## src/common/demodPkg.sv

```systemverilog
`default_nettype none

package demodPkg;

    // sample and discriminator widths used along the datapath.
    typedef logic signed [17:0] sample_t;
    typedef logic signed [17:0] freq_t;

    // register bus words. The top four address bits pick a block space.
    typedef logic [11:0] regAddr_t;
    typedef logic [31:0] regData_t;
    typedef logic [3:0]  regStrb_t;
    typedef logic [3:0]  space_t;
    typedef logic [7:0]  regOffset_t;
    typedef logic [1:0]  axiResp_t;

    localparam axiResp_t RESP_OKAY   = 2'b00;
    localparam axiResp_t RESP_SLVERR = 2'b10;

    // block spaces. DDC starts at byte 0x000, bitsync at byte 0x100.
    localparam int     NUM_SPACES    = 2;
    localparam space_t DDC_SPACE     = 4'h0;
    localparam space_t BITSYNC_SPACE = 4'h1;

    // register offsets inside each space.
    localparam regOffset_t DDC_FREQ_REG = 8'h00;
    localparam regOffset_t BS_SPS_REG   = 8'h00;
    localparam regOffset_t BS_CTRL_REG  = 8'h04;
    localparam regOffset_t BS_COUNT_REG = 8'h08;

    localparam int SPS_WIDTH_DEFAULT = 8;
    localparam int SPS_RESET         = 8;

    typedef enum logic [1:0] {
        BRIDGE_IDLE,
        BRIDGE_WRESP,
        BRIDGE_RRESP
    } bridgeState_t;

    function automatic space_t spaceOf(regAddr_t a);
        return a[11:8];
    endfunction

    function automatic regOffset_t offsetOf(regAddr_t a);
        return a[7:0];
    endfunction

    // merges a write into an old register value one byte lane at a time.
    function automatic regData_t applyStrb(regData_t old, regData_t data, regStrb_t strb);
        regData_t merged;
        merged = old;
        for (int b = 0; b < 4; b++) begin
            if (strb[b]) begin
                merged[8*b +: 8] = data[8*b +: 8];
            end
        end
        return merged;
    endfunction

endpackage

`default_nettype wire
```

## src/common/regBus.sv

```systemverilog
`default_nettype none

// internal register bus between the AXI bridge and the datapath blocks.
// the bridge drives the request side as single cycle strobes, and each
// block returns its readback on its own slot of rdData.
interface regBus
    import demodPkg::*;
();

    regAddr_t addr;
    regData_t wrData;
    regStrb_t wrStrb;
    logic     wr;
    logic     rd;

    // one readback word per block space, indexed by the space number.
    regData_t rdData [NUM_SPACES];

    modport master (
        output addr, wrData, wrStrb, wr, rd,
        input  rdData
    );

    modport slave (
        input  addr, wrData, wrStrb, wr, rd,
        output rdData
    );

endinterface

`default_nettype wire

```

## src/rtl/demod.sv

```systemverilog
`default_nettype none

module demod
    import demodPkg::*;
#(
    parameter int SPS_WIDTH = SPS_WIDTH_DEFAULT
) (
    input  wire logic     clk,
    input  wire logic     rst,
    // AXI4-Lite host port.
    input  wire regAddr_t awaddr,
    input  wire logic     awvalid,
    output logic          awready,
    input  wire regData_t wdata,
    input  wire regStrb_t wstrb,
    input  wire logic     wvalid,
    output logic          wready,
    output axiResp_t      bresp,
    output logic          bvalid,
    input  wire logic     bready,
    input  wire regAddr_t araddr,
    input  wire logic     arvalid,
    output logic          arready,
    output regData_t      rdata,
    output axiResp_t      rresp,
    output logic          rvalid,
    input  wire logic     rready,
    // complex baseband in, recovered data out.
    input  wire sample_t  iRx,
    input  wire sample_t  qRx,
    input  wire logic     sampleValid,
    output logic          demodBit,
    output logic          demodBitValid,
    output logic [7:0]    demodData,
    output logic          demodDataValid
);

    sample_t iDdc;
    sample_t qDdc;
    logic    ddcValid;
    freq_t   freq;
    logic    freqValid;

    regBus bus ();

    ////////////////////////////////////////////////////////////////////////////
    // host access. every block hangs off the same register bus.
    axiLiteRegBridge axiLiteRegBridge (
        .clk(clk), .rst(rst),
        .awaddr(awaddr), .awvalid(awvalid), .awready(awready),
        .wdata(wdata), .wstrb(wstrb), .wvalid(wvalid), .wready(wready),
        .bresp(bresp), .bvalid(bvalid), .bready(bready),
        .araddr(araddr), .arvalid(arvalid), .arready(arready),
        .rdata(rdata), .rresp(rresp), .rvalid(rvalid), .rready(rready),
        .bus(bus.master)
    );

    ////////////////////////////////////////////////////////////////////////////
    // datapath. ddc, then the discriminator, then the bit decision.
    ddc ddc (
        .clk(clk), .rst(rst),
        .bus(bus.slave),
        .iIn(iRx), .qIn(qRx), .inValid(sampleValid),
        .iOut(iDdc), .qOut(qDdc), .outValid(ddcValid)
    );

    fmDemod fmDemod (
        .clk(clk), .rst(rst),
        .iIn(iDdc), .qIn(qDdc), .inValid(ddcValid),
        .freq(freq), .freqValid(freqValid)
    );

    bitsync #(
        .SPS_WIDTH(SPS_WIDTH)
    ) bitsync (
        .clk(clk), .rst(rst),
        .bus(bus.slave),
        .freq(freq), .freqValid(freqValid),
        .demodBit(demodBit), .demodBitValid(demodBitValid),
        .demodData(demodData), .demodDataValid(demodDataValid)
    );

endmodule

`default_nettype wire

```

## src/bitsync/bitsync.sv

```systemverilog
`default_nettype none

module bitsync
    import demodPkg::*;
#(
    parameter int SPS_WIDTH = SPS_WIDTH_DEFAULT
) (
    input  wire logic  clk,
    input  wire logic  rst,
    regBus.slave       bus,
    input  wire freq_t freq,
    input  wire logic  freqValid,
    output logic       demodBit,
    output logic       demodBitValid,
    output logic [7:0] demodData,
    output logic       demodDataValid
);

    // the accumulator must hold a full symbol of worst case samples.
    localparam int ACC_WIDTH = $bits(freq_t) + SPS_WIDTH;

    typedef logic signed [ACC_WIDTH-1:0] acc_t;

    logic [SPS_WIDTH-1:0] sps;
    logic                 enable;
    logic                 invert;
    regData_t             symCount;
    regOffset_t           offset;
    logic                 regWr;
    regData_t             spsMerged;
    regData_t             ctrlMerged;
    regData_t             rdBack;
    logic                 startEnable;
    acc_t                 acc;
    acc_t                 accSum;
    logic [SPS_WIDTH-1:0] sampleCount;
    logic [2:0]           bitPhase;
    logic                 symbolDone;
    logic                 bitNext;

    ////////////////////////////////////////////////////////////////////////////
    // registers. Turning enable on from off also restarts the symbol count.
    assign offset      = offsetOf(bus.addr);
    assign regWr       = bus.wr && (spaceOf(bus.addr) == BITSYNC_SPACE);
    assign spsMerged   = applyStrb(regData_t'(sps), bus.wrData, bus.wrStrb);
    assign ctrlMerged  = applyStrb({30'd0, invert, enable}, bus.wrData, bus.wrStrb);
    assign startEnable = regWr && (offset == BS_CTRL_REG) && ctrlMerged[0] && !enable;

    always_ff @(posedge clk) begin
        if (rst) begin
            sps    <= SPS_WIDTH'(SPS_RESET);
            enable <= 1'b0;
            invert <= 1'b0;
        end else if (regWr) begin
            if (offset == BS_SPS_REG) sps <= spsMerged[SPS_WIDTH-1:0];
            if (offset == BS_CTRL_REG) begin
                enable <= ctrlMerged[0];
                invert <= ctrlMerged[1];
            end
        end
    end

    always_comb begin
        case (offset)
            BS_SPS_REG:   rdBack = regData_t'(sps);
            BS_CTRL_REG:  rdBack = {30'd0, invert, enable};
            BS_COUNT_REG: rdBack = symCount;
            default:      rdBack = '0;
        endcase
    end
    assign bus.rdData[int'(BITSYNC_SPACE)] = rdBack;

    ////////////////////////////////////////////////////////////////////////////
    // integrate and dump. A zero sps gives the longest symbol, 2^SPS_WIDTH.
    assign accSum     = acc + acc_t'(freq);
    assign symbolDone = enable && freqValid && (sampleCount == sps - 1'b1);
    assign bitNext    = !accSum[ACC_WIDTH-1] ^ invert;

    always_ff @(posedge clk) begin
        if (rst || !enable) begin
            acc            <= '0;
            sampleCount    <= '0;
            bitPhase       <= '0;
            demodBitValid  <= 1'b0;
            demodDataValid <= 1'b0;
        end else begin
            demodBitValid  <= symbolDone;
            demodDataValid <= symbolDone && (bitPhase == 3'd7);
            if (symbolDone) begin
                acc         <= '0;
                sampleCount <= '0;
                bitPhase    <= bitPhase + 3'd1;
            end else if (freqValid) begin
                acc         <= accSum;
                sampleCount <= sampleCount + 1'b1;
            end
        end
    end

    // the byte shifts in msb first and is complete on every eighth bit.
    always_ff @(posedge clk) begin
        if (symbolDone) begin
            demodBit  <= bitNext;
            demodData <= {demodData[6:0], bitNext};
        end
    end

    always_ff @(posedge clk) begin
        if (rst || startEnable) symCount <= '0;
        else if (symbolDone) symCount <= symCount + 32'd1;
    end

endmodule

`default_nettype wire

```

## src/rtl/fmDemod.sv

```systemverilog
`default_nettype none

module fmDemod
    import demodPkg::*;
(
    input  wire logic    clk,
    input  wire logic    rst,
    input  wire sample_t iIn,
    input  wire sample_t qIn,
    input  wire logic    inValid,
    output freq_t        freq,
    output logic         freqValid
);

    localparam int PROD_WIDTH  = 2 * $bits(sample_t);
    localparam int DIFF_WIDTH  = PROD_WIDTH + 1;
    localparam int FREQ_SHIFT  = 18;

    typedef logic signed [PROD_WIDTH-1:0] product_t;
    typedef logic signed [DIFF_WIDTH-1:0] diff_t;

    localparam diff_t FREQ_MAX = diff_t'((1 <<< ($bits(freq_t) - 1)) - 1);
    localparam diff_t FREQ_MIN = -diff_t'(1 <<< ($bits(freq_t) - 1));

    sample_t  iPrev;
    sample_t  qPrev;
    product_t crossA;
    product_t crossB;
    logic     prodValid;
    diff_t    diff;
    diff_t    scaled;
    freq_t    freqNext;

    ////////////////////////////////////////////////////////////////////////////
    // stage one registers the two cross products against the last sample.
    always_ff @(posedge clk) begin
        if (rst) begin
            iPrev     <= '0;
            qPrev     <= '0;
            prodValid <= 1'b0;
            freqValid <= 1'b0;
        end else begin
            prodValid <= inValid;
            freqValid <= prodValid;
            if (inValid) begin
                iPrev <= iIn;
                qPrev <= qIn;
            end
        end
    end

    always_ff @(posedge clk) begin
        if (inValid) begin
            crossA <= iPrev * qIn;
            crossB <= qPrev * iIn;
        end
    end

    // stage two takes the difference and scales it down. The arithmetic
    // shift floors, so negative results round toward minus infinity.
    assign diff   = diff_t'(crossA) - diff_t'(crossB);
    assign scaled = diff >>> FREQ_SHIFT;

    // only a full scale step at both extremes can reach the clamp.
    always_comb begin
        if (scaled > FREQ_MAX) begin
            freqNext = freq_t'(FREQ_MAX);
        end else if (scaled < FREQ_MIN) begin
            freqNext = freq_t'(FREQ_MIN);
        end else begin
            freqNext = freq_t'(scaled);
        end
    end

    always_ff @(posedge clk) begin
        if (prodValid) begin
            freq <= freqNext;
        end
    end

endmodule

`default_nettype wire

```

## src/ddc/ddc.sv

```systemverilog
`default_nettype none

module ddc
    import demodPkg::*;
(
    input  wire logic    clk,
    input  wire logic    rst,
    regBus.slave         bus,
    input  wire sample_t iIn,
    input  wire sample_t qIn,
    input  wire logic    inValid,
    output sample_t      iOut,
    output sample_t      qOut,
    output logic         outValid
);

    typedef logic [31:0] phase_t;

    localparam sample_t SAMPLE_MAX = {1'b0, {($bits(sample_t) - 1){1'b1}}};

    regData_t freqWord;
    regData_t freqMerged;
    phase_t   phase;
    logic     regWr;

    // negation that clamps the most negative code at the positive limit.
    function automatic sample_t satNeg(sample_t x);
        return (x == ~SAMPLE_MAX) ? SAMPLE_MAX : -x;
    endfunction

    ////////////////////////////////////////////////////////////////////////////
    // frequency word register, the only register in this space.
    assign regWr = bus.wr && (spaceOf(bus.addr) == DDC_SPACE)
                   && (offsetOf(bus.addr) == DDC_FREQ_REG);
    assign freqMerged = applyStrb(freqWord, bus.wrData, bus.wrStrb);
    assign bus.rdData[int'(DDC_SPACE)] =
        (offsetOf(bus.addr) == DDC_FREQ_REG) ? freqWord : '0;

    // the phase only moves on a valid sample, so the rotation stays in step
    // with the sample stream and not with the clock.
    always_ff @(posedge clk) begin
        if (rst) begin
            freqWord <= '0;
            phase    <= '0;
            outValid <= 1'b0;
        end else begin
            outValid <= inValid;
            if (regWr) begin
                freqWord <= freqMerged;
            end
            if (inValid) begin
                phase <= phase + freqWord;
            end
        end
    end

    ////////////////////////////////////////////////////////////////////////////
    // coarse downconversion by -0, -90, -180 or -270 degrees, picked by the
    // top two phase bits before this sample's increment.
    always_ff @(posedge clk) begin
        if (inValid) begin
            case (phase[31:30])
                2'd0: begin
                    iOut <= iIn;
                    qOut <= qIn;
                end
                2'd1: begin
                    iOut <= qIn;
                    qOut <= satNeg(iIn);
                end
                2'd2: begin
                    iOut <= satNeg(iIn);
                    qOut <= satNeg(qIn);
                end
                default: begin
                    iOut <= satNeg(qIn);
                    qOut <= iIn;
                end
            endcase
        end
    end

endmodule

`default_nettype wire

```

## src/rtl/axiLiteRegBridge.sv

```systemverilog
`default_nettype none

module axiLiteRegBridge
    import demodPkg::*;
(
    input  wire logic     clk,
    input  wire logic     rst,
    input  wire regAddr_t awaddr,
    input  wire logic     awvalid,
    output logic          awready,
    input  wire regData_t wdata,
    input  wire regStrb_t wstrb,
    input  wire logic     wvalid,
    output logic          wready,
    output axiResp_t      bresp,
    output logic          bvalid,
    input  wire logic     bready,
    input  wire regAddr_t araddr,
    input  wire logic     arvalid,
    output logic          arready,
    output regData_t      rdata,
    output axiResp_t      rresp,
    output logic          rvalid,
    input  wire logic     rready,
    regBus.master         bus
);

    bridgeState_t state;
    space_t       wrSpace;
    space_t       rdSpace;
    logic         wrAccept;
    logic         rdAccept;
    regData_t     rdMux;

    function automatic logic isMapped(space_t s);
        return (s == DDC_SPACE) || (s == BITSYNC_SPACE);
    endfunction

    ////////////////////////////////////////////////////////////////////////////
    // handshake. A write needs address and data together and wins over a read.
    assign wrSpace  = spaceOf(awaddr);
    assign rdSpace  = spaceOf(araddr);
    assign wrAccept = (state == BRIDGE_IDLE) && awvalid && wvalid;
    assign rdAccept = (state == BRIDGE_IDLE) && arvalid && !(awvalid && wvalid);
    assign awready  = wrAccept;
    assign wready   = wrAccept;
    assign arready  = rdAccept;
    assign bvalid   = (state == BRIDGE_WRESP);
    assign rvalid   = (state == BRIDGE_RRESP);

    // the register bus strobes fire in the accept cycle. Unmapped accesses
    // never reach the blocks.
    assign bus.addr   = wrAccept ? awaddr : araddr;
    assign bus.wrData = wdata;
    assign bus.wrStrb = wstrb;
    assign bus.wr     = wrAccept && isMapped(wrSpace);
    assign bus.rd     = rdAccept && isMapped(rdSpace);

    ////////////////////////////////////////////////////////////////////////////
    // readback mux, one arm per block space. Unmapped spaces read as zero.
    always_comb begin
        case (rdSpace)
            DDC_SPACE:     rdMux = bus.rdData[int'(DDC_SPACE)];
            BITSYNC_SPACE: rdMux = bus.rdData[int'(BITSYNC_SPACE)];
            default:       rdMux = '0;
        endcase
    end

    // response FSM. Each response stays up until the host takes it.
    always_ff @(posedge clk) begin
        if (rst) begin
            state <= BRIDGE_IDLE;
        end else begin
            case (state)
                BRIDGE_IDLE: begin
                    if (wrAccept) begin
                        state <= BRIDGE_WRESP;
                    end else if (rdAccept) begin
                        state <= BRIDGE_RRESP;
                    end
                end
                BRIDGE_WRESP: if (bready) state <= BRIDGE_IDLE;
                BRIDGE_RRESP: if (rready) state <= BRIDGE_IDLE;
                default:      state <= BRIDGE_IDLE;
            endcase
        end
    end

    // response payload is captured once per accepted transaction.
    always_ff @(posedge clk) begin
        if (wrAccept) begin
            bresp <= isMapped(wrSpace) ? RESP_OKAY : RESP_SLVERR;
        end
        if (rdAccept) begin
            rdata <= rdMux;
            rresp <= isMapped(rdSpace) ? RESP_OKAY : RESP_SLVERR;
        end
    end

endmodule

`default_nettype wire

```

## config.mk

```make
export PLATFORM = sky130hd
export DESIGN_NAME = demod
export DESIGN_NICKNAME = d
export VERILOG_FILES = /design/src/common/demodPkg.sv /design/src/common/regBus.sv /design/src/rtl/demod.sv /design/src/bitsync/bitsync.sv /design/src/rtl/fmDemod.sv /design/src/ddc/ddc.sv /design/src/rtl/axiLiteRegBridge.sv
export SDC_FILE = /design/constraint.sdc
export NUM_CORES = 2
export LEC_CHECK = 0
export BUFFER_PORTS_ARGS = -buffer_cell sky130_fd_sc_hd__buf_4
export CORE_AREA = 3 3 332 334
export DETAILED_ROUTE_END_ITERATION = 6
export DIE_AREA = 0 0 335 337
export GPL_TIMING_DRIVEN = 0
export PLACE_DENSITY = 0.61
export SYNTH_ARGS = -nofsm -noshare
export SYNTH_HDL_FRONTEND = slang
export SYNTH_SLANG_ARGS = --single-unit
```

## constraint.sdc

```tcl
create_clock -name clk -period 7.2 [get_ports clk]
set_clock_uncertainty 0.1 [all_clocks]
set_input_delay 1.44 -clock clk [delete_from_list [all_inputs] [get_ports clk]]
set_output_delay 1.44 -clock clk [all_outputs]
set_load 0.02 [all_outputs]
```

* Yosys cells after proc, flatten, opt, wreduce, memory -nomap -nowiden
Cells that the tools add are included.
** Word-level totals
- Register bits after elaboration :: 357
- Bits of input ports :: 104
** Operators by class
- Add/sub/neg operators :: 9
- $mul :: 2
- $lt $le $gt $ge :: 2
- Equality and inequality tests :: 16
- Mux-type cells :: 17
- Bitwise operators :: 1
- Reductions and logical operators :: 37
** Operator list (count)
- $pmux W18 S3 :: 2
- $pmux W32 S3 :: 1
- $mul A18 B18 Y36 :: 2
- $pmux W32 S2 :: 1
- $mux W18 :: 3
- $sub A36 B36 Y37 :: 1
- $eq A18 B18 Y1 const B :: 2
- $neg A18 Y18 :: 2
- $add A32 B1 Y32 const B :: 1
- $add A32 B32 Y32 :: 1
- $mux W32 :: 1
- $add A26 B18 Y26 :: 1
- $gt A19 B18 Y1 const B :: 1
- $lt A19 B18 Y1 const B :: 1
- $logic_and A1 B1 Y1 :: 15
- $eq A4 B1 Y1 const B :: 3
- $logic_not A4 Y1 :: 3
- $mux W12 :: 1
- $mux W2 :: 6
- $reduce_and A2 Y1 :: 5
- $reduce_and A3 Y1 :: 3
- $add A8 B1 Y8 const B :: 1
- $eq A8 B3 Y1 const B :: 1
- $eq A8 B4 Y1 const B :: 1
- other kinds (16) :: 25

* Longest topological paths before layout
- Depth in word-level cells :: 10
- Mapped depth :: 27
- Depth with buffers taken out :: 25

* Worst setup path before layout
OpenSTA, ideal clock, no wires.
- Path type :: register to register
- Start :: register fmDemod.qPrev[10]
- End :: register fmDemod.crossB[34], data pin
- Setup time :: 0.258 ns
- Arrival :: 6.363 ns
- Data required time :: 6.842 ns
- Slack :: 0.479 ns
- Stages on the path, launching flop included :: 23
- Path buffers :: 2
- Cell sequence :: dfxtp_1 -> clkbuf_1 -> clkbuf_1 -> nand2_1 -> fa_1 -> fa_1 -> fa_1 -> fa_1 -> inv_1 -> fa_1 -> inv_1 -> fa_1 -> inv_1 -> ha_1 -> nor2_1 -> or4b_2 -> a21oi_1 -> o22ai_1 -> a31o_2 -> o41ai_1 -> o2111ai_1 -> a21oi_1 -> xnor2_1
** Between the ends
- Longest elaborated chain between the ends :: 1
** Ends and longest elaborated chain
- start, declared :: line fmDemod.sv:26 : sample_t qPrev;
- start signal, assigned :: line fmDemod.sv:47 : qPrev <= qIn;
- $mul A18 B18 Y36 :: line fmDemod.sv:55 : crossB <= qPrev * iIn;
- end signal, assigned :: line fmDemod.sv:55
- end, declared :: line fmDemod.sv:28 : product_t crossB;
Every way passes these cells.
A chain may end at the register's enable or synchronous reset.

* Worst setup path after layout
- Start :: register ddc.qOut[6]
- End :: register fmDemod.crossA[35], data pin
** Between the ends
- Longest elaborated chain between the ends :: 1
** Ends and longest elaborated chain
- start, declared :: line ddc.sv:13 : output sample_t qOut,
- start signal, assigned :: line ddc.sv:65 : qOut <= qIn;
- start signal, assigned :: line ddc.sv:69 : qOut <= satNeg(iIn);
- start signal, assigned :: line ddc.sv:73 : qOut <= satNeg(qIn);
- $mul A18 B18 Y36 :: line fmDemod.sv:54 : crossA <= iPrev * qIn;
- end signal, assigned :: line fmDemod.sv:54
- end, declared :: line fmDemod.sv:27 : product_t crossA;
Every way passes these cells.

==> summary.md <==
| Metric | Value |
|---|---|
| Vias in the first global route | 32200 |
| Routed met2 length | 52.9 mm |
| Final count of hold timing violations | 0 |
| Initial standard-cell utilization of the core | 40.0% |
| Top Layer Used | met4 |
| 1st-iter DRT viols | 1871 |
| Ratio of final minimum period to clock period | 98.0% |
| Fraction of synthesized cell area taken by the top area cell type | 30.9% |
| Pin count of the biggest net entering global routing | 71 |
| Number of levels in the clock H-tree | 2 |
| Count of hold-fix buffers inserted at cts | 0 |
| Number of nets at the end of the flow | 5809 |
| Final weighted congestion in routability-driven placement | 0.905 |
| Maximum capacitance violations | 0 |
| Pre-CTS setup slack | -1.45 ns |
| Routed wire length on met3 | 8.01 mm |
| Fin area | 48200 um^2 |
| Area taken by flip-flops and latches | 8850 um^2 |
| WP data arrival | 7.25 ns |
| Multi-input combinational cell area | 30500 um^2 |
| FFs w/ async S/R, synth | 0% |
| Input/output buffers | 145 |
| Count of cells along the worst hold path | 0 |
| Power per unit of standard cell area | 254 nW/um^2 |
| Post-synth top flop | sky130_fd_sc_hd__dfxtp_1 |
| Std-Cell Rows | 120 |
| CTS Root Cell | sky130_fd_sc_hd__clkbuf_16 |
| Main area contributors after synthesis | sky130_fd_sc_hd__fa_1 31%, sky130_fd_sc_hd__edfxtp_1 12%, sky130_fd_sc_hd__dfxtp_1 8.7% |
| Post-detailed-routing wire length | 116 mm |
| RSZ-0062 raised after global routing | true |
| Startpoint of the most critical setup path | ddc.qOut[6] |
| Sequential share of the synthesized area | 20.5% |
| Final Slew Violations | 0 |
| EDFF count, synth | 168 |
| Fraction of final layout cells with drive strength greater than 1 | 10.1% |
| Critical path endpoint category | flip-flop |
| Clock transition at the registers of the reported paths | 0.06 ns |
| Buffer depth of the longest clock path | 3 |
| Largest fanout on the critical path | 4 |
| # fillers | 10400 |
| Crit start category | flip-flop |
| Transition at the pin with the smallest max-transition slack | 1.04 ns |
| Average detailed-routed wire length per instance | 18.7 um |
| Die X-Extent | 335 um |
| Antenna violations before repair | 2 |
| Syn Area/Cell | 9.41 um^2 |
| Overall overflow remaining after global route | 0 |
| Global-route wire length before repair | 183 mm |
| CP Data Required Time | 7.39 ns |
| Area added between synthesis and finish | 12.5% |
| YS warnings | 0 |
| Smallest setup slack after layout | 0.145 ns |
| Die height | 337 um |
| Worst slew margin relative to its limit | 30.5% |
| Number of top-level pins | 156 |
| Worst Min Path Start | bitsync.demodData[1] |
| Number of remaining DRC errors | 0 |
| Worst Path Class, Setup | reg2reg |
| Cell taking the most area after synthesis | sky130_fd_sc_hd__fa_1 |
| RR Startpoint | ddc.qOut[6] |
| Mapped Area | 42800 um^2 |
| DRT Pass-1 Iters | 6 |
| Length in cells of the worst reg-to-reg path | 22 |
| Number of storage elements in the synthesis netlist | 354 |
| Area of placed instances | 45700 um^2 |
| Floorplan core area | 107000 um^2 |
| Total leakage power | 22.4 nW |
| Number of standard cells after synthesis | 4549 |
| Detailed-route wire length on metal 1 | 51.2 mm |
| Max Clk Rate | 142 MHz |
| Number of different library cells in the post-synthesis netlist | 81 |
| HPWL reported at the end of detailed placement | 92.1 mm |
| IR Drop Worst-Case VDD | 0.225 mV |
| CTS tree | yes |
| TritonCTS buffer count | 41 |
| Total number of vias | 31600 |
| Post-layout minimum cycle time | 7.05 ns |
| Total clock sinks | 354 |
| GRT Total Usage | 20.7% |
| Antenna diode count | 0 |
| Detailed-route vias per instance | 5.10 |
| Clock insertion delay at the later pin of the skew report | 0.59 ns |
| ANT nets after route | 0 |
| Run status | finished, final reports clean |
| Most common cell in the netlist | sky130_fd_sc_hd__inv_1 |
| Setup violators final | 0 |
| Die area | 113000 um^2 |
| Post-synth top cells | 831 x sky130_fd_sc_hd__inv_1, 660 x sky130_fd_sc_hd__fa_1, 452 x sky130_fd_sc_hd__nand2_1 |
| Sum Neg Setup Slack | 0 ns |
| Worst min-delay path class | reg2reg |
power breakdown:
group / total, mW / internal (mW) / switching [mW]
combinational: 7.20 / 2.88 / 4.32
clock: 2.21 / 1.31 / 0.904
sequential: 2.84 / 2.64 / 0.197
logic make-up after synthesis:
| group | synth area share [%] |
|---|---|
| simple gates | 15.4 |
| buf+inv | 9.17 |
| fa+ha+maj | 39.1 |
| compound gates | 8.14 |
| flops | 20.5 |
| xor+xnor | 3.93 |
| mux | 3.75 |
| other cells | 0.00876 |
placed cells by master, fill, tap and decap left out, drive strengths merged, types with 22 or more instances in the layout:
cell	instances
a21o	68
a21oi	177
a22o	28
and2	333
and3	23
buf	262
clkbuf	156
dfxtp	186
edfxtp	168
fa	660
ha	284
inv	831
mux2i	101
mux4	24
nand2	452
nand2b	40
nand3	80
nor2	268
nor2b	22
nor3	43
o21ai	103
xnor2	116
xor2	76
final timing paths:
path | end | slack, ns
hold / removal | bitsync.demodData[2] | 0.36
setup / recovery | fmDemod.crossA[35] | 0.15
setup reg to reg | fmDemod.crossA[35] | 0.15
hold reg to reg | bitsync.demodData[2] | 0.36
layout make-up:
cell class	instances	area share (%)
clock inverter	30	0.758
tap	1403	3.64
sequential	354	18.4
clock buffer	46	2.23
timing repair buffer	218	3.51
multi-input combinational	3159	63.2
buffer	154	1.76
inverter	833	6.51
routing by layer:
layer  vias to the layer above  global-route usage (%)
met3                       150                    3.60
met4                         0                    6.26
li1                      14800                       -
met1                     15600                    28.1
met5                         -                       0
met2                       981                    34.1
per-stage QoR:
stage                     std cells  power (mW)  hold WS, ns  util (%)
after CTS                      6171        12.2        0.359      44.4
final                          6197        12.2        0.358      44.9
after detailed placement       6099        9.76        0.340      42.6
after global routing           6197        13.4        0.365      44.9
after global placement         6098        9.65        0.336      42.6
after floorplan                4550        7.62        0.335         -
state kept, by name, summed over array words and instances (netlist names), 8 cells and up:
signal,count
bitsync.sps,8
bitsync.demodData,8
fmDemod.crossB,36
fmDemod.iPrev,18
ddc.qOut,18
fmDemod.freq,18
bitsync.acc,26
ddc.iOut,18
ddc.freqWord,32
fmDemod.crossA,36
fmDemod.qPrev,18
axiLiteRegBridge.rdata,32
bitsync.symCount,32
ddc.phase,32
bitsync.sampleCount,8
repair_timing:
item                       4_1_cts  5_1_grt
setup buffers                   46       25
cloned                           0        1
pin swaps                        7       14
setup endpoints to repair       28       11
gates resized for setup        141      135
critical path: stages, from the launching register on:
cell	delay, ns
sky130_fd_sc_hd__edfxtp_1	0.50
sky130_fd_sc_hd__buf_6	0.18
sky130_fd_sc_hd__and2_1	0.16
sky130_fd_sc_hd__fa_1	0.54
sky130_fd_sc_hd__inv_1	0.05
sky130_fd_sc_hd__fa_1	0.46
sky130_fd_sc_hd__fa_1	0.58
sky130_fd_sc_hd__inv_1	0.08
sky130_fd_sc_hd__fa_1	0.49
sky130_fd_sc_hd__fa_1	0.49
sky130_fd_sc_hd__inv_1	0.05
sky130_fd_sc_hd__fa_1	0.47
sky130_fd_sc_hd__inv_1	0.06
sky130_fd_sc_hd__ha_4	0.23
sky130_fd_sc_hd__and3_1	0.16
sky130_fd_sc_hd__and3_2	0.25
sky130_fd_sc_hd__a2111o_1	0.41
sky130_fd_sc_hd__a221oi_4	0.35
sky130_fd_sc_hd__o41ai_4	0.15
sky130_fd_sc_hd__a211oi_4	0.37
sky130_fd_sc_hd__o211ai_1	0.24
sky130_fd_sc_hd__nor4_2	0.28
sky130_fd_sc_hd__nor3_4	0.12
Power figures use the tool's default switching activity.
